--- src/rv_core_pkg.sv ---
// Shared widths, opcodes and constants for the RV32I core, referenced by scoped names
package rv_core_pkg;

  localparam int XLEN = 32;                   // Integer register width

  typedef logic [XLEN-1:0] xlen_t;            // Register value or ALU result
  typedef logic [31:0]     addr_t;            // Byte address, PC and targets
  typedef logic [31:0]     instr_t;           // Raw instruction word
  typedef logic [4:0]      reg_idx_t;         // Register index x0..x31
  typedef logic [1:0]      br_kind_t;         // Control transfer kind

  // ALU operations, PASS_B serves LUI
  typedef enum logic [2:0] {
    ALU_ADD,
    ALU_SUB,
    ALU_AND,
    ALU_OR,
    ALU_XOR,
    ALU_SLT,
    ALU_PASS_B
  } alu_op_e;

  ////////////////////////////////////////
  // Control transfer kinds
  localparam br_kind_t BR_NONE = 2'd0;
  localparam br_kind_t BR_EQ   = 2'd1;
  localparam br_kind_t BR_NE   = 2'd2;
  localparam br_kind_t BR_JAL  = 2'd3;

  localparam addr_t  BOOT_ADDR = 32'h0000_0000;  // Reset PC
  localparam instr_t NOP_INSTR = 32'h0000_0013;  // ADDI x0,x0,0

  ////////////////////////////////////////
  // Major opcodes
  localparam logic [6:0] OPC_OP     = 7'b0110011;
  localparam logic [6:0] OPC_OPIMM  = 7'b0010011;
  localparam logic [6:0] OPC_LUI    = 7'b0110111;
  localparam logic [6:0] OPC_JAL    = 7'b1101111;
  localparam logic [6:0] OPC_BRANCH = 7'b1100011;

  // funct3 values, shared by OP and OP-IMM
  localparam logic [2:0] F3_ADD = 3'b000;
  localparam logic [2:0] F3_SLT = 3'b010;
  localparam logic [2:0] F3_XOR = 3'b100;
  localparam logic [2:0] F3_OR  = 3'b110;
  localparam logic [2:0] F3_AND = 3'b111;
  localparam logic [2:0] F3_BEQ = 3'b000;  // Branch compares
  localparam logic [2:0] F3_BNE = 3'b001;

endpackage

--- src/rv_fetch.sv ---
// Instruction fetch stage for a synchronous memory with one cycle of read delay, feeds decode
`timescale 1ns/100ps

module rv_fetch (
  input  logic                clk_i,
  input  logic                rstn_i,
  input  logic                redirect_i,     // One cycle pulse from execute
  input  rv_core_pkg::addr_t  redirect_pc_i,
  input  logic                dec_ready_i,
  output rv_core_pkg::addr_t  imem_addr_o,
  input  rv_core_pkg::instr_t imem_rdata_i,   // Word for last cycle's address
  output rv_core_pkg::instr_t instr_o,
  output rv_core_pkg::addr_t  pc_o,
  output logic                valid_o
);

  rv_core_pkg::addr_t  pc_q;       // Address on the memory port
  rv_core_pkg::instr_t save_q;     // Word caught on the first stall cycle
  rv_core_pkg::instr_t word;       // Word for pc_q - 4
  logic                stall_q;    // Previous cycle was stalled
  logic [1:0]          vld_sr_q;   // [0] word in flight, [1] output valid

  assign imem_addr_o = pc_q;
  assign valid_o     = vld_sr_q[1];

  // Memory already moved on to pc_q after a stall, so use the saved copy
  assign word = stall_q ? save_q : imem_rdata_i;

  ////////////////////////////////////////
  // Program counter
  always_ff @(posedge clk_i) begin
    if (!rstn_i) begin
      pc_q <= rv_core_pkg::BOOT_ADDR;
    end else if (redirect_i) begin
      pc_q <= redirect_pc_i;            // Taken even while decode stalls
    end else if (dec_ready_i) begin
      pc_q <= pc_q + 32'd4;
    end
  end

  ////////////////////////////////////////
  // Valid shift register
  // Clearing it drops the two words already requested on the old path
  always_ff @(posedge clk_i) begin
    if (!rstn_i) begin
      vld_sr_q <= 2'b00;
    end else if (redirect_i) begin
      vld_sr_q <= 2'b00;
    end else if (dec_ready_i) begin
      vld_sr_q <= {vld_sr_q[0], 1'b1};  // New request issued every accepted cycle
    end
  end

  // Output register toward decode
  always_ff @(posedge clk_i) begin
    if (!rstn_i) begin
      instr_o <= rv_core_pkg::NOP_INSTR;
      pc_o    <= rv_core_pkg::BOOT_ADDR;
    end else if (dec_ready_i && vld_sr_q[0] && !redirect_i) begin
      instr_o <= word;
      pc_o    <= pc_q - 32'd4;          // Address that produced this word
    end
  end

  ////////////////////////////////////////
  // Stall save
  always_ff @(posedge clk_i) begin
    if (!rstn_i) begin
      stall_q <= 1'b0;
    end else begin
      stall_q <= !dec_ready_i;
    end
  end

  // Only the first stall cycle carries the word for pc_q - 4
  always_ff @(posedge clk_i) begin
    if (!dec_ready_i && !stall_q) begin
      save_q <= imem_rdata_i;
    end
  end

endmodule

--- src/rv_decode.sv ---
// Decode stage: field split, immediates, register read, hazard interlock and the execute register
`timescale 1ns/100ps

module rv_decode (
  input  logic                   clk_i,
  input  logic                   rstn_i,
  input  logic                   hold_i,        // External back-pressure
  input  rv_core_pkg::instr_t    instr_i,
  input  rv_core_pkg::addr_t     pc_i,
  input  logic                   valid_i,
  output logic                   dec_ready_o,
  output rv_core_pkg::reg_idx_t  rs1_o,
  output rv_core_pkg::reg_idx_t  rs2_o,
  input  rv_core_pkg::xlen_t     rs1_data_i,
  input  rv_core_pkg::xlen_t     rs2_data_i,
  input  rv_core_pkg::reg_idx_t  ex_busy_rd_i,  // Pending write in execute
  input  logic                   ex_busy_i,
  input  rv_core_pkg::reg_idx_t  wb_busy_rd_i,  // Pending write in result
  input  logic                   wb_busy_i,
  input  logic                   flush_i,       // Redirect from execute
  output logic                   ex_valid_o,
  output rv_core_pkg::alu_op_e   alu_op_o,
  output rv_core_pkg::xlen_t     opa_o,
  output rv_core_pkg::xlen_t     opb_o,
  output rv_core_pkg::xlen_t     imm_o,
  output rv_core_pkg::reg_idx_t  rd_o,
  output logic                   rd_we_o,
  output rv_core_pkg::br_kind_t  br_kind_o,
  output rv_core_pkg::addr_t     pc_o
);

  logic [6:0]            opcode;
  logic [2:0]            funct3;
  logic [6:0]            funct7;
  rv_core_pkg::xlen_t    imm_i, imm_u, imm_b, imm_j;
  rv_core_pkg::xlen_t    imm_sel;
  rv_core_pkg::alu_op_e  f3_op, alu_op;
  rv_core_pkg::br_kind_t br_kind;
  logic                  f3_ok;          // funct3 is one of the supported ALU ops
  logic                  use_rs1, use_rs2, we;
  logic                  hit1, hit2, hazard, issue;

  assign opcode = instr_i[6:0];
  assign funct3 = instr_i[14:12];
  assign funct7 = instr_i[31:25];
  assign rs1_o  = instr_i[19:15];
  assign rs2_o  = instr_i[24:20];

  // Sign-extended immediates
  assign imm_i = {{20{instr_i[31]}}, instr_i[31:20]};
  assign imm_u = {instr_i[31:12], 12'b0};
  assign imm_b = {{20{instr_i[31]}}, instr_i[7], instr_i[30:25], instr_i[11:8], 1'b0};
  assign imm_j = {{12{instr_i[31]}}, instr_i[19:12], instr_i[20], instr_i[30:21], 1'b0};

  always_comb begin
    f3_ok = 1'b1;
    case (funct3)
      rv_core_pkg::F3_ADD: f3_op = rv_core_pkg::ALU_ADD;
      rv_core_pkg::F3_SLT: f3_op = rv_core_pkg::ALU_SLT;
      rv_core_pkg::F3_XOR: f3_op = rv_core_pkg::ALU_XOR;
      rv_core_pkg::F3_OR:  f3_op = rv_core_pkg::ALU_OR;
      rv_core_pkg::F3_AND: f3_op = rv_core_pkg::ALU_AND;
      default: begin
        f3_op = rv_core_pkg::ALU_ADD;
        f3_ok = 1'b0;                   // Shifts and SLTU fall to NOP
      end
    endcase
  end

  ////////////////////////////////////////
  // Main decode, anything unknown stays a NOP
  always_comb begin
    use_rs1 = 1'b0;
    use_rs2 = 1'b0;
    we      = 1'b0;
    alu_op  = rv_core_pkg::ALU_ADD;
    br_kind = rv_core_pkg::BR_NONE;
    imm_sel = imm_i;
    case (opcode)
      rv_core_pkg::OPC_OPIMM: begin
        use_rs1 = f3_ok;
        we      = f3_ok;
        alu_op  = f3_op;
      end
      rv_core_pkg::OPC_OP: begin
        if (f3_ok && (funct7 == 7'b0 ||
                      (funct7 == 7'b0100000 && funct3 == rv_core_pkg::F3_ADD))) begin
          use_rs1 = 1'b1;
          use_rs2 = 1'b1;
          we      = 1'b1;
          alu_op  = funct7[5] ? rv_core_pkg::ALU_SUB : f3_op;
        end
      end
      rv_core_pkg::OPC_LUI: begin
        we      = 1'b1;
        alu_op  = rv_core_pkg::ALU_PASS_B;
        imm_sel = imm_u;
      end
      rv_core_pkg::OPC_JAL: begin
        we      = 1'b1;
        br_kind = rv_core_pkg::BR_JAL;
        imm_sel = imm_j;
      end
      rv_core_pkg::OPC_BRANCH: begin
        imm_sel = imm_b;
        if (funct3 == rv_core_pkg::F3_BEQ || funct3 == rv_core_pkg::F3_BNE) begin
          use_rs1 = 1'b1;
          use_rs2 = 1'b1;
          br_kind = (funct3 == rv_core_pkg::F3_BEQ) ? rv_core_pkg::BR_EQ : rv_core_pkg::BR_NE;
        end
      end
      default: ;
    endcase
  end

  ////////////////////////////////////////
  // Interlock, the register file has no write bypass so both stages count
  assign hit1 = use_rs1 && (rs1_o != 5'd0) &&
                ((ex_busy_i && ex_busy_rd_i == rs1_o) || (wb_busy_i && wb_busy_rd_i == rs1_o));
  assign hit2 = use_rs2 && (rs2_o != 5'd0) &&
                ((ex_busy_i && ex_busy_rd_i == rs2_o) || (wb_busy_i && wb_busy_rd_i == rs2_o));
  assign hazard      = valid_i && (hit1 || hit2);
  assign dec_ready_o = !hold_i && !hazard;
  assign issue       = valid_i && dec_ready_o && !flush_i;  // Else a bubble goes out

  always_ff @(posedge clk_i) begin
    if (!rstn_i) begin
      ex_valid_o <= 1'b0;
    end else begin
      ex_valid_o <= issue;              // Flush squashes the word behind the branch
    end
  end

  // Execute payload
  always_ff @(posedge clk_i) begin
    if (issue) begin
      alu_op_o  <= alu_op;
      opa_o     <= rs1_data_i;
      opb_o     <= use_rs2 ? rs2_data_i : imm_sel;
      imm_o     <= imm_sel;
      rd_o      <= instr_i[11:7];
      rd_we_o   <= we;
      br_kind_o <= br_kind;
      pc_o      <= pc_i;
    end
  end

endmodule

--- src/rv_execute.sv ---
// Execute stage: ALU, branch resolve and redirect, registers the result for write-back
`timescale 1ns/100ps

module rv_execute (
  input  logic                  clk_i,
  input  logic                  rstn_i,
  input  logic                  ex_valid_i,
  input  rv_core_pkg::alu_op_e  alu_op_i,
  input  rv_core_pkg::xlen_t    opa_i,
  input  rv_core_pkg::xlen_t    opb_i,
  input  rv_core_pkg::xlen_t    imm_i,
  input  rv_core_pkg::reg_idx_t rd_i,
  input  logic                  rd_we_i,
  input  rv_core_pkg::br_kind_t br_kind_i,
  input  rv_core_pkg::addr_t    pc_i,
  output logic                  redirect_o,     // Single cycle, next cycle holds a bubble
  output rv_core_pkg::addr_t    redirect_pc_o,
  output logic                  busy_o,         // Valid instruction here writes rd
  output rv_core_pkg::reg_idx_t busy_rd_o,
  output logic                  wb_valid_o,
  output rv_core_pkg::reg_idx_t wb_rd_o,
  output logic                  wb_we_o,
  output rv_core_pkg::xlen_t    wb_data_o,
  output rv_core_pkg::addr_t    wb_pc_o
);

  rv_core_pkg::xlen_t alu_res;
  rv_core_pkg::xlen_t result;
  logic               taken;

  ////////////////////////////////////////
  // ALU
  always_comb begin
    case (alu_op_i)
      rv_core_pkg::ALU_ADD:    alu_res = opa_i + opb_i;
      rv_core_pkg::ALU_SUB:    alu_res = opa_i - opb_i;
      rv_core_pkg::ALU_AND:    alu_res = opa_i & opb_i;
      rv_core_pkg::ALU_OR:     alu_res = opa_i | opb_i;
      rv_core_pkg::ALU_XOR:    alu_res = opa_i ^ opb_i;
      rv_core_pkg::ALU_SLT:    alu_res = rv_core_pkg::xlen_t'($signed(opa_i) < $signed(opb_i));
      rv_core_pkg::ALU_PASS_B: alu_res = opb_i;   // LUI
      default:                 alu_res = '0;
    endcase
  end

  // JAL links the next sequential address
  assign result = (br_kind_i == rv_core_pkg::BR_JAL) ? pc_i + 32'd4 : alu_res;

  // Branch resolve
  always_comb begin
    case (br_kind_i)
      rv_core_pkg::BR_EQ:  taken = (opa_i == opb_i);
      rv_core_pkg::BR_NE:  taken = (opa_i != opb_i);
      rv_core_pkg::BR_JAL: taken = 1'b1;
      default:             taken = 1'b0;
    endcase
  end

  assign redirect_o    = ex_valid_i && taken;
  assign redirect_pc_o = pc_i + imm_i;              // B or J offset from decode

  // Pending write for the decode interlock
  assign busy_o    = ex_valid_i && rd_we_i && (rd_i != 5'd0);
  assign busy_rd_o = rd_i;

  ////////////////////////////////////////
  // Write-back register
  always_ff @(posedge clk_i) begin
    if (!rstn_i) begin
      wb_valid_o <= 1'b0;
    end else begin
      wb_valid_o <= ex_valid_i;
    end
  end

  always_ff @(posedge clk_i) begin
    if (ex_valid_i) begin
      wb_rd_o   <= rd_i;
      wb_we_o   <= rd_we_i;
      wb_data_o <= result;
      wb_pc_o   <= pc_i;
    end
  end

endmodule

--- src/rv_result.sv ---
// Result stage: register file with write-back and the retire report of each instruction
`timescale 1ns/100ps

module rv_result (
  input  logic                  clk_i,
  input  logic                  rstn_i,
  input  logic                  wb_valid_i,
  input  rv_core_pkg::reg_idx_t wb_rd_i,
  input  logic                  wb_we_i,
  input  rv_core_pkg::xlen_t    wb_data_i,
  input  rv_core_pkg::addr_t    wb_pc_i,
  input  rv_core_pkg::reg_idx_t rs1_i,
  input  rv_core_pkg::reg_idx_t rs2_i,
  output rv_core_pkg::xlen_t    rs1_data_o,     // Combinational read
  output rv_core_pkg::xlen_t    rs2_data_o,
  output logic                  busy_o,         // Write lands on this edge
  output rv_core_pkg::reg_idx_t busy_rd_o,
  output logic                  retire_valid_o,
  output rv_core_pkg::addr_t    retire_pc_o,
  output rv_core_pkg::reg_idx_t retire_rd_o,
  output rv_core_pkg::xlen_t    retire_data_o
);

  rv_core_pkg::xlen_t rf_q [32];
  logic               wr_en;

  // x0 is never written
  assign wr_en = wb_valid_i && wb_we_i && (wb_rd_i != 5'd0);

  ////////////////////////////////////////
  // Register file, cleared on reset
  always_ff @(posedge clk_i) begin
    if (!rstn_i) begin
      for (int i = 0; i < 32; i++) begin
        rf_q[i] <= '0;
      end
    end else if (wr_en) begin
      rf_q[wb_rd_i] <= wb_data_i;
    end
  end

  // No bypass of the write in flight
  assign rs1_data_o = (rs1_i == 5'd0) ? '0 : rf_q[rs1_i];
  assign rs2_data_o = (rs2_i == 5'd0) ? '0 : rf_q[rs2_i];

  assign busy_o    = wr_en;
  assign busy_rd_o = wb_rd_i;

  // Retire report, same cycle as the write
  assign retire_valid_o = wb_valid_i;
  assign retire_pc_o    = wb_pc_i;
  assign retire_rd_o    = wr_en ? wb_rd_i : 5'd0;
  assign retire_data_o  = wr_en ? wb_data_i : '0;   // Zero for branches and x0

endmodule

--- src/rv_core_top.sv ---
// Core top level: fetch, decode, execute and result with the instruction memory and hold ports
`timescale 1ns/100ps

module rv_core_top (
  input  logic                  clk_i,
  input  logic                  rstn_i,
  input  logic                  hold_i,
  output rv_core_pkg::addr_t    imem_addr_o,
  input  rv_core_pkg::instr_t   imem_rdata_i,
  output logic                  retire_valid_o,
  output rv_core_pkg::addr_t    retire_pc_o,
  output rv_core_pkg::reg_idx_t retire_rd_o,
  output rv_core_pkg::xlen_t    retire_data_o
);

  // Fetch to decode
  rv_core_pkg::instr_t   f_instr;
  rv_core_pkg::addr_t    f_pc;
  logic                  f_valid, dec_ready;
  // Register file reads
  rv_core_pkg::reg_idx_t rs1, rs2;
  rv_core_pkg::xlen_t    rs1_data, rs2_data;
  // Interlock and redirect
  logic                  ex_busy, wb_busy, redirect;
  rv_core_pkg::reg_idx_t ex_busy_rd, wb_busy_rd;
  rv_core_pkg::addr_t    redirect_pc;
  // Decode to execute
  logic                  ex_valid, ex_rd_we;
  rv_core_pkg::alu_op_e  ex_alu_op;
  rv_core_pkg::xlen_t    ex_opa, ex_opb, ex_imm;
  rv_core_pkg::reg_idx_t ex_rd;
  rv_core_pkg::br_kind_t ex_br_kind;
  rv_core_pkg::addr_t    ex_pc;
  // Execute to result
  logic                  wb_valid, wb_we;
  rv_core_pkg::reg_idx_t wb_rd;
  rv_core_pkg::xlen_t    wb_data;
  rv_core_pkg::addr_t    wb_pc;

  rv_fetch u_fetch (
    .clk_i, .rstn_i, .redirect_i(redirect), .redirect_pc_i(redirect_pc),
    .dec_ready_i(dec_ready), .imem_addr_o, .imem_rdata_i,
    .instr_o(f_instr), .pc_o(f_pc), .valid_o(f_valid)
  );

  rv_decode u_decode (
    .clk_i, .rstn_i, .hold_i, .instr_i(f_instr), .pc_i(f_pc), .valid_i(f_valid),
    .dec_ready_o(dec_ready), .rs1_o(rs1), .rs2_o(rs2),
    .rs1_data_i(rs1_data), .rs2_data_i(rs2_data),
    .ex_busy_rd_i(ex_busy_rd), .ex_busy_i(ex_busy),
    .wb_busy_rd_i(wb_busy_rd), .wb_busy_i(wb_busy), .flush_i(redirect),
    .ex_valid_o(ex_valid), .alu_op_o(ex_alu_op), .opa_o(ex_opa), .opb_o(ex_opb),
    .imm_o(ex_imm), .rd_o(ex_rd), .rd_we_o(ex_rd_we), .br_kind_o(ex_br_kind), .pc_o(ex_pc)
  );

  rv_execute u_execute (
    .clk_i, .rstn_i, .ex_valid_i(ex_valid), .alu_op_i(ex_alu_op),
    .opa_i(ex_opa), .opb_i(ex_opb), .imm_i(ex_imm), .rd_i(ex_rd), .rd_we_i(ex_rd_we),
    .br_kind_i(ex_br_kind), .pc_i(ex_pc), .redirect_o(redirect), .redirect_pc_o(redirect_pc),
    .busy_o(ex_busy), .busy_rd_o(ex_busy_rd), .wb_valid_o(wb_valid), .wb_rd_o(wb_rd),
    .wb_we_o(wb_we), .wb_data_o(wb_data), .wb_pc_o(wb_pc)
  );

  rv_result u_result (
    .clk_i, .rstn_i, .wb_valid_i(wb_valid), .wb_rd_i(wb_rd), .wb_we_i(wb_we),
    .wb_data_i(wb_data), .wb_pc_i(wb_pc), .rs1_i(rs1), .rs2_i(rs2),
    .rs1_data_o(rs1_data), .rs2_data_o(rs2_data), .busy_o(wb_busy), .busy_rd_o(wb_busy_rd),
    .retire_valid_o, .retire_pc_o, .retire_rd_o, .retire_data_o
  );

endmodule

--- config.mk ---
export PLATFORM = sky130hd
export DESIGN_NAME = rv_core_top
export DESIGN_NICKNAME = d
export VERILOG_FILES = /design/src/rv_core_pkg.sv /design/src/rv_fetch.sv /design/src/rv_decode.sv /design/src/rv_execute.sv /design/src/rv_result.sv /design/src/rv_core_top.sv
export SDC_FILE = /design/constraint.sdc
export NUM_CORES = 2
export LEC_CHECK = 0
export BUFFER_PORTS_ARGS = -buffer_cell sky130_fd_sc_hd__buf_4
export CAP_MARGIN = 10
export CORE_MARGIN = 4
export CORE_UTILIZATION = 49
export DETAILED_ROUTE_END_ITERATION = 12
export PLACE_DENSITY = 0.69
export SETUP_SLACK_MARGIN = 0.1
export SYNTH_ARGS = -nofsm -noshare
export SYNTH_HDL_FRONTEND = slang
export SYNTH_HIERARCHICAL = 1
export SYNTH_SLANG_ARGS = --single-unit
--- constraint.sdc ---
create_clock -name clk_i -period 9.5 [get_ports clk_i]
set_input_delay 0.95 -clock clk_i [delete_from_list [all_inputs] [get_ports clk_i]]
set_output_delay 0.95 -clock clk_i [all_outputs]
set_load 0.02 [all_outputs]
## After elaboration in Yosys (flattened, before gate mapping)

Memory sizes are Yosys's and may differ from the RTL's. A register that Yosys moved wholly into a read port is not among the register bits.
Cells that the tools add are included.

| storage, ports and cells | value |
|---|---|
| memory bits (writable) | 1024 |
| input bits | 35 |
| register bits after elaboration | 310 |
| memories kept | 1 |
| word-level logic and storage cells | 136 |

Memories:

| name | depth | width | rd ports | clocked after memory_dff | write ports | line | RTL |
|---|---|---|---|---|---|---|---|
| u_result.rf_q | 32 | 32 | 2 | 2 | 32 | rv_result.sv:24 | `rv_core_pkg::xlen_t rf_q [32];` |

| operators by class | value |
|---|---|
| bitwise gates (word level) | 4 |
| $lt $le $gt $ge | 1 |
| $add $sub $neg | 6 |
| reduce and logical (&&, ||, !) cells | 46 |
| equal/unequal tests | 26 |
| muxes and demuxes | 33 |

Operator list:

| cell | count |
|---|---|
| $mux W32 | 8 |
| $pmux W32 S7 | 1 |
| $pmux W31 S3 | 1 |
| $add A32 B3 Y32 const B | 2 |
| $add A32 B32 Y32 | 2 |
| $and A32 B32 Y32 | 1 |
| $eq A32 B32 Y1 | 1 |
| $lt A32 B32 Y1 | 1 |
| $ne A32 B32 Y1 | 1 |
| $or A32 B32 Y32 | 1 |
| $reduce_or A32 Y1 | 1 |
| $sub A32 B3 Y32 const B | 1 |
| $sub A32 B32 Y32 | 1 |
| $xor A32 B32 Y32 | 1 |
| $logic_and A1 B1 Y1 | 22 |
| $eq A7 B6 Y1 const B | 3 |
| $eq A5 B5 Y1 | 4 |
| $mux W5 | 4 |
| $reduce_bool A5 Y1 | 4 |
| $eq A3 B3 Y1 const B | 6 |
| $eq A7 B7 Y1 const B | 2 |
| $pmux W3 S4 | 1 |
| $logic_not A5 Y1 | 2 |
| $eq A3 B2 Y1 const B | 3 |
| other kinds (19) | 42 |

## Longest topological paths before layout

| depth | value |
|---|---|
| word-level depth | 16 |
| gate-level depth with buffers | 16 |
| mapped depth without buffers | 16 |

## Cells and area by module

The synthesis kept the hierarchy.

Modules (own cells, without submodules):

| module | area each (µm²) | cells each | seq. area each (µm²) | instances |
|---|---|---|---|---|
| rv_result | 55478.2 | 3703 | 30749.5 | 1 |
| rv_execute | 10219.8 | 1293 | 2122.0 | 1 |
| rv_fetch | 6060.8 | 644 | 2942.8 | 1 |
| rv_decode | 5501.5 | 310 | 4194.0 | 1 |

## Least setup slack after synthesis

No wires, ideal clock.

| timing path | value |
|---|---|
| path type | reg-to-reg |
| from | register u_decode.opb_o[17] |
| to | register u_decode.alu_op_o[0], enable pin |
| arrival time | 8147 ps |
| library setup time | 639 ps |
| clock period less this slack | 8786 ps |
| cell stages (with the launch flop) | 13 |
| path slack | 714 ps |
| cell sequence | edfxtp_1 > inv_1 > ha_1 > clkbuf_1 > or4_1 > nor2_1 > nand3_1 > nor3_1 > mux2i_1 > nor2b_1 > nor2_1 > nand2_1 > nor2_1 |

| on the way | value |
|---|---|
| longest elaborated chain between the ends | 5 |
| elaborated cells between the ends (all ways) | 6 |

RTL lines:

| what | line | RTL |
|---|---|---|
| start, declared | rv_decode.sv:24 | `output rv_core_pkg::xlen_t opb_o,` |
| start signal, assigned | rv_decode.sv:139 | `opb_o <= use_rs2 ? rs2_data_i : imm_sel;` |
| $ne A32 B32 Y1 / $eq A32 B32 Y1 (equally long branches) | rv_execute.sv:53, rv_execute.sv:52 |  |
| $pmux W1 S3 (*) | rv_execute.sv:51 | `case (br_kind_i)` |
| $logic_and A1 B1 Y1 (*) | rv_execute.sv:59 | `assign redirect_o = ex_valid_i && taken;` |
| net redirect | rv_core_top.sv:24 | `logic ex_busy, wb_busy, redirect;` |
| $logic_not A1 Y1 (*) | rv_decode.sv:124 | `assign issue = valid_i && dec_ready_o && !flush_i;` |
| $logic_and A1 B1 Y1 (*) | rv_decode.sv:124 |  |
| net u_decode.issue | rv_decode.sv:41 | `logic hit1, hit2, hazard, issue;` |
| end signal, assigned | rv_decode.sv:137 | `alu_op_o <= alu_op;` |
| end, declared | rv_decode.sv:22 | `output rv_core_pkg::alu_op_e alu_op_o,` |

Mark *: on every way through the listed nets, which the timed path passes. The rest lies on a longest branch.
A chain may end at the register's enable or synchronous reset.

## Worst setup path after layout

| timing path | value |
|---|---|
| from | register u_decode.opa_o[18], read port of u_result.rf_q |
| to | register u_fetch.pc_q[30] (netlist: u_fetch/imem_addr_o[30]) |

| on the way | value |
|---|---|
| longest elaborated chain between the ends | 4 |
| elaborated cells between the ends (all ways) | 6 |

RTL lines:

| what | line | RTL |
|---|---|---|
| start, declared | rv_decode.sv:23 | `output rv_core_pkg::xlen_t opa_o,` |
| $ne A32 B32 Y1 / $eq A32 B32 Y1 (equally long branches) | rv_execute.sv:53, rv_execute.sv:52 |  |
| $pmux W1 S3 (*) | rv_execute.sv:51 |  |
| $logic_and A1 B1 Y1 (*) | rv_execute.sv:59 |  |
| net redirect | rv_core_top.sv:24 |  |
| $mux W32 / $reduce_bool A2 Y1 (equally long branches) | n/a |  |
| end signal, assigned | rv_fetch.sv:33 | `pc_q <= rv_core_pkg::BOOT_ADDR;` |
| end signal, assigned | rv_fetch.sv:35 | `pc_q <= redirect_pc_i;` |
| end signal, assigned | rv_fetch.sv:37 | `pc_q <= pc_q + 32'd4;` |
| end, declared | rv_fetch.sv:17 | `rv_core_pkg::addr_t pc_q;` |

Marked as above.

==> report_table.html <==
<table>
<tr><th>Metric</th><th>Value</th></tr>
<tr><th colspan="2">Run status</th></tr>
<tr><td>Status</td><td>complete, but fails checks</td></tr>
<tr><td>Failing checks</td><td>capacitance limit, slew limit</td></tr>
<tr><th colspan="2">Setup path</th></tr>
<tr><td>Maximum fanout encountered on the critical timing path</td><td>43</td></tr>
<tr><td>Type of the setup path with the least slack</td><td>reg -&gt; reg</td></tr>
<tr><td>Category of the worst setup path launch point</td><td>flip-flop</td></tr>
<tr><td>Critical Path AT</td><td>5.82 ns</td></tr>
<tr><td>Buffers plus inverters on the worst setup path</td><td>3</td></tr>
<tr><td>R2r setup slk</td><td>4.36 ns</td></tr>
<tr><td>Family with the most delay on the worst path</td><td>simple AND/OR/NAND/NOR gates</td></tr>
<tr><td>Maximum cell stage delay along the critical path</td><td>0.94 ns</td></tr>
<tr><td>Crit path required time</td><td>10.18 ns</td></tr>
<tr><td>Nature of the critical path endpoint</td><td>flip-flop</td></tr>
<tr><td>Cell Chain, Critical Path</td><td>inv_1, ha_1, or4_1, nor2_1, nand3_1, nor3_1, mux2i_1, nor2b_2, buf_4, clkinv_1, nand3_1, nor2_1, a311o_1</td></tr>
<tr><td>Critical path's slowest cell</td><td>sky130_fd_sc_hd__clkinv_1</td></tr>
<tr><th colspan="2">Timing</th></tr>
<tr><td>Part of the cycle the worst path needs</td><td>0.541</td></tr>
<tr><td>Relative slew margins</td><td>-0.0145</td></tr>
<tr><td>Peak clock frequency supported by timing</td><td>195 MHz</td></tr>
<tr><td>Unrepaired setup endpoints after global routing</td><td>no</td></tr>
<tr><td>Least-Margin Pin Slew</td><td>1.51 ns</td></tr>
<tr><td>Number of hold violations in the final report</td><td>0</td></tr>
<tr><td>Setup TNS</td><td>0 ns</td></tr>
<tr><td>Fin. max-slew vios</td><td>2</td></tr>
<tr><td>Final Setup Violations</td><td>0</td></tr>
<tr><td>Min Tclk post-route</td><td>5.14 ns</td></tr>
<tr><td>Setup clock skew after layout</td><td>0.0220 ns</td></tr>
<tr><td>Final worst hold slack</td><td>0.339 ns</td></tr>
<tr><th colspan="2">Place</th></tr>
<tr><td>RePlAce Congestion</td><td>1.01</td></tr>
<tr><td>Port Buf Inserts</td><td>136</td></tr>
<tr><td>Sum of net half-perimeters after detailed placement</td><td>177000 um</td></tr>
<tr><th colspan="2">CTS</th></tr>
<tr><td>Clock slew at the register clock pins of the worst setup and hold paths</td><td>0.06 ns</td></tr>
<tr><td>CTS tree</td><td>done</td></tr>
<tr><td>Post-cts gate resize count</td><td>0</td></tr>
<tr><td>Sink Count</td><td>1366</td></tr>
<tr><td>H-tree depth</td><td>4</td></tr>
<tr><td>Clock latency at the later pin of the worst-skew pair</td><td>0.81 ns</td></tr>
<tr><td>Maximum count of clock buffers along a single path</td><td>3</td></tr>
<tr><td>Hold buffer count at cts</td><td>0</td></tr>
<tr><td>Number of post-CTS setup repair buffers</td><td>0</td></tr>
<tr><td>Clock tree root driver cell</td><td>sky130_fd_sc_hd__clkbuf_16</td></tr>
<tr><td>CTS buffer count</td><td>151</td></tr>
<tr><th colspan="2">Logic synthesis</th></tr>
<tr><td>Most frequent cell after synthesis</td><td>sky130_fd_sc_hd__edfxtp_1</td></tr>
<tr><td>Post-synthesis cell area</td><td>77300 um^2</td></tr>
<tr><td>Area share of the leading cell type in the synthesized netlist</td><td>0.492</td></tr>
<tr><td>Proportion of synthesized chip area in sequential cells</td><td>0.518</td></tr>
<tr><td>Largest cells by area after synthesis</td><td>sky130_fd_sc_hd__edfxtp_1 (49%), sky130_fd_sc_hd__mux4_2 (13%), sky130_fd_sc_hd__and2_1 (8.5%)</td></tr>
<tr><td>Post-synthesis register bit count</td><td>1366</td></tr>
<tr><td>Warning count from the yosys run</td><td>6</td></tr>
<tr><td>Count of flip-flops with a built-in enable after synthesis</td><td>1265</td></tr>
<tr><td>Ys async rst share</td><td>0</td></tr>
<tr><td>Synth cell types</td><td>105</td></tr>
<tr><td>Mean area per synthesized cell</td><td>13.0 um^2</td></tr>
<tr><td>Top post-synthesis cells by count</td><td>sky130_fd_sc_hd__edfxtp_1 (1265), sky130_fd_sc_hd__and2_1 (1046), sky130_fd_sc_hd__mux4_2 (446), sky130_fd_sc_hd__clkbuf_1 (349), sky130_fd_sc_hd__nor2_1 (206)</td></tr>
<tr><td>Top flip-flop cell by instance count after synthesis</td><td>sky130_fd_sc_hd__edfxtp_1</td></tr>
<tr><td>Library cell with the largest summed area after synthesis</td><td>sky130_fd_sc_hd__edfxtp_1</td></tr>
<tr><td>Cells after Synth</td><td>5950</td></tr>
<tr><th colspan="2">Drt</th></tr>
<tr><td>Wire length per cell after detailed routing</td><td>34.6 um</td></tr>
<tr><td>TritonRoute pass-1 iters</td><td>6</td></tr>
<tr><td>Overall via count from detail_route</td><td>54307</td></tr>
<tr><td>Number of remaining DRC errors</td><td>0</td></tr>
<tr><td>Antenna Violating Nets Remaining</td><td>0</td></tr>
<tr><td>DR vias/cell</td><td>6.77</td></tr>
<tr><td>Total wirelength of the detailed-routed design</td><td>278000 um</td></tr>
<tr><td>Starting DRT DRC Count</td><td>8242</td></tr>
<tr><th colspan="2">Floorplan</th></tr>
<tr><td>Total Die Area</td><td>164000 um^2</td></tr>
<tr><td>Core region area</td><td>156000 um^2</td></tr>
<tr><td>Die extent in y</td><td>405 um</td></tr>
<tr><td>Row Count</td><td>145</td></tr>
<tr><td>Horizontal die dimension</td><td>405 um</td></tr>
<tr><td>Starting Density</td><td>0.494</td></tr>
<tr><td>Total I/O pin count</td><td>137</td></tr>
<tr><th colspan="2">GRT</th></tr>
<tr><td>Grt met1 use</td><td>0.419</td></tr>
<tr><td>Routing layer with the top usage in global route</td><td>met2</td></tr>
<tr><td>Met3 Use GR</td><td>0.114</td></tr>
<tr><td>GRT Overall Usage</td><td>0.334</td></tr>
<tr><td>Vias in the first global route</td><td>51761</td></tr>
<tr><td>Remaining Overflow, GRT</td><td>0</td></tr>
<tr><td>Maximum number of pins on one net before global-route repair</td><td>125</td></tr>
<tr><td>Number of antenna violations at the first check in global routing</td><td>39</td></tr>
<tr><td>Wire length of the first global-routing pass</td><td>389000 um</td></tr>
<tr><td>Met2 Use GR</td><td>0.490</td></tr>
<tr><th colspan="2">Cells and area</th></tr>
<tr><td>Number of fillers in the final layout</td><td>12690</td></tr>
<tr><td>Fraction of final layout cells sized beyond drive strength 1</td><td>0.200</td></tr>
<tr><td>Synthesis-to-finish area growth</td><td>9.48%</td></tr>
<tr><td>Count of nets after finishing</td><td>6011</td></tr>
<tr><th colspan="2">Power and ir drop</th></tr>
<tr><td>Power density over the cells</td><td>173 nW/um^2</td></tr>
<tr><td>Pleak</td><td>29.9 nW</td></tr>
<tr><td>Peak ir drop on the vdd network</td><td>0.000146 V</td></tr>
<tr><th colspan="2">Run</th></tr>
<tr><td>Reported max-cap violation count</td><td>1</td></tr>
<tr><th colspan="2">Worst hold path</th></tr>
<tr><td>Min-delay worst type</td><td>in -&gt; reg</td></tr>
</table>
## layout by cell type (no fill, tap or decap), types with 24 or more instances in the layout
master / instances
sky130_fd_sc_hd__nor4_1: 27
sky130_fd_sc_hd__nand3_1: 55
sky130_fd_sc_hd__nor2_1: 195
sky130_fd_sc_hd__and3_1: 25
sky130_fd_sc_hd__mux2_2: 90
sky130_fd_sc_hd__a211oi_1: 116
sky130_fd_sc_hd__clkinv_1: 28
sky130_fd_sc_hd__or4_1: 33
sky130_fd_sc_hd__clkbuf_16: 155
sky130_fd_sc_hd__dfxtp_1: 89
sky130_fd_sc_hd__inv_1: 111
sky130_fd_sc_hd__conb_1: 32
sky130_fd_sc_hd__xnor2_1: 76
sky130_fd_sc_hd__nand2_1: 164
sky130_fd_sc_hd__o22ai_1: 30
sky130_fd_sc_hd__buf_4: 281
sky130_fd_sc_hd__or3_1: 24
sky130_fd_sc_hd__nand4_1: 31
sky130_fd_sc_hd__a311oi_1: 63
sky130_fd_sc_hd__and2_1: 1045
sky130_fd_sc_hd__mux2i_1: 174
sky130_fd_sc_hd__clkbuf_1: 37
sky130_fd_sc_hd__a221oi_1: 54
sky130_fd_sc_hd__nor2b_1: 74
sky130_fd_sc_hd__o21ai_0: 132
sky130_fd_sc_hd__a31oi_1: 42
sky130_fd_sc_hd__a21o_1: 61
sky130_fd_sc_hd__nor3_1: 34
sky130_fd_sc_hd__o211ai_1: 28
sky130_fd_sc_hd__o21ai_1: 107
sky130_fd_sc_hd__ha_1: 147
sky130_fd_sc_hd__o31ai_1: 30
sky130_fd_sc_hd__xor2_1: 42
sky130_fd_sc_hd__edfxtp_1: 1265
sky130_fd_sc_hd__a21oi_1: 121
sky130_fd_sc_hd__mux4_2: 446
sky130_fd_sc_hd__a22oi_1: 73
## cell families (layout without fill, tap and decap cells)
kind of cell,count (synthesis),in the layout,share of synthesized area
and+or+nand+nor,1840,1840,0.138
DFF,1366,1366,0.518
AOI/OAI and AO/OA,1035,1035,0.0920
muxes,722,722,0.168
buffers and inverters,718,679,0.0460
adders and majority gates,150,150,0.0246
xor gates and xnor gates,118,118,0.0134
other,1,55,0.0000485
## registers in the layout, indices dropped and copies added, names as in the netlist, 2 cells and up
register / count
u_result/rf_q: 1024
u_decode/opa_o: 32
u_decode/br_kind_o: 2
u_fetch/instr_o: 32
u_fetch/pc_o: 32
u_fetch/save_q: 32
u_decode/rd_o: 5
u_execute/wb_pc_o: 32
u_fetch/vld_sr_q: 2
u_decode/imm_o: 32
u_fetch/imem_addr_o: 32
u_decode/pc_o: 32
u_execute/wb_rd_o: 5
u_decode/alu_op_o: 3
u_execute/wb_data_o: 32
u_decode/opb_o: 32
## final cells by class
cell class              count  area (um^2)  area share
clock buffers             197         4070      0.0481
multi-input cells        3897        34400       0.407
flip-flops and latches   1366        40000       0.473
diodes                     23         57.6    0.000680
inverters                 118          443     0.00524
repair buffers            292         2270      0.0269
well taps                2058         2570      0.0304
clock inverters            72          719     0.00851
## worst reg2reg max path, stage by stage (launching register included)
cell and delay, ns:
sky130_fd_sc_hd__edfxtp_1 0.43, sky130_fd_sc_hd__inv_1 0.07, sky130_fd_sc_hd__ha_1 0.45, sky130_fd_sc_hd__or4_1 0.66
sky130_fd_sc_hd__nor2_1 0.25, sky130_fd_sc_hd__nand3_1 0.23, sky130_fd_sc_hd__nor3_1 0.48, sky130_fd_sc_hd__mux2i_1 0.15
sky130_fd_sc_hd__nor2b_2 0.12, sky130_fd_sc_hd__buf_4 0.26, sky130_fd_sc_hd__clkinv_1 0.96, sky130_fd_sc_hd__nand3_1 0.54
sky130_fd_sc_hd__nor2_1 0.08, sky130_fd_sc_hd__a311o_1 0.35
## metal layers
| layer | vias to the layer above | share of wire |
|---|---|---|
| met4 | 10 | 0.078 |
| li1 | 22344 | - |
| met2 | 3816 | 0.44 |
| met3 | 807 | 0.13 |
| met5 | - | 0.00022 |
| met1 | 27330 | 0.35 |
## worst paths after layout
check,endpoint,cells past startpoint,from
hold / removal,u_fetch/save_q[4]$_DFFE_PP_,1,imem_rdata_i[4]
setup reg to reg,u_fetch/imem_addr_o[30]$_SDFFE_PN0N_,13,u_decode/opa_o[18]$_DFFE_PP_
hold reg to reg,u_decode/pc_o[16]$_DFFE_PP_,0,u_fetch/pc_o[16]$_SDFFE_PN0P_
setup / recovery,u_fetch/imem_addr_o[30]$_SDFFE_PN0N_,13,u_decode/opa_o[18]$_DFFE_PP_
## power by group
part	internal, W	switching, W
Combinational	0.000643	0.00128
Sequential	0.00677	0.000162
Clock	0.00328	0.00250
## metrics by stage
| step | util | cells | area, um^2 | worst slack [ns] | power [W] |
|---|---|---|---|---|---|
| finish | 0.541 | 8023 | 84600 | 4.36 | 0.0146 |
| detailed placement | 0.510 | 7728 | 79700 | 4.41 | 0.00889 |
| CTS | 0.540 | 7997 | 84500 | 4.40 | 0.0146 |
| global route | 0.541 | 8000 | 84500 | 4.08 | 0.0150 |
| floorplan | - | 5981 | 77400 | 0.714 | 0.00807 |
| global placement | 0.509 | 7726 | 79700 | 4.45 | 0.00886 |
Power figures use the tool's default switching activity.
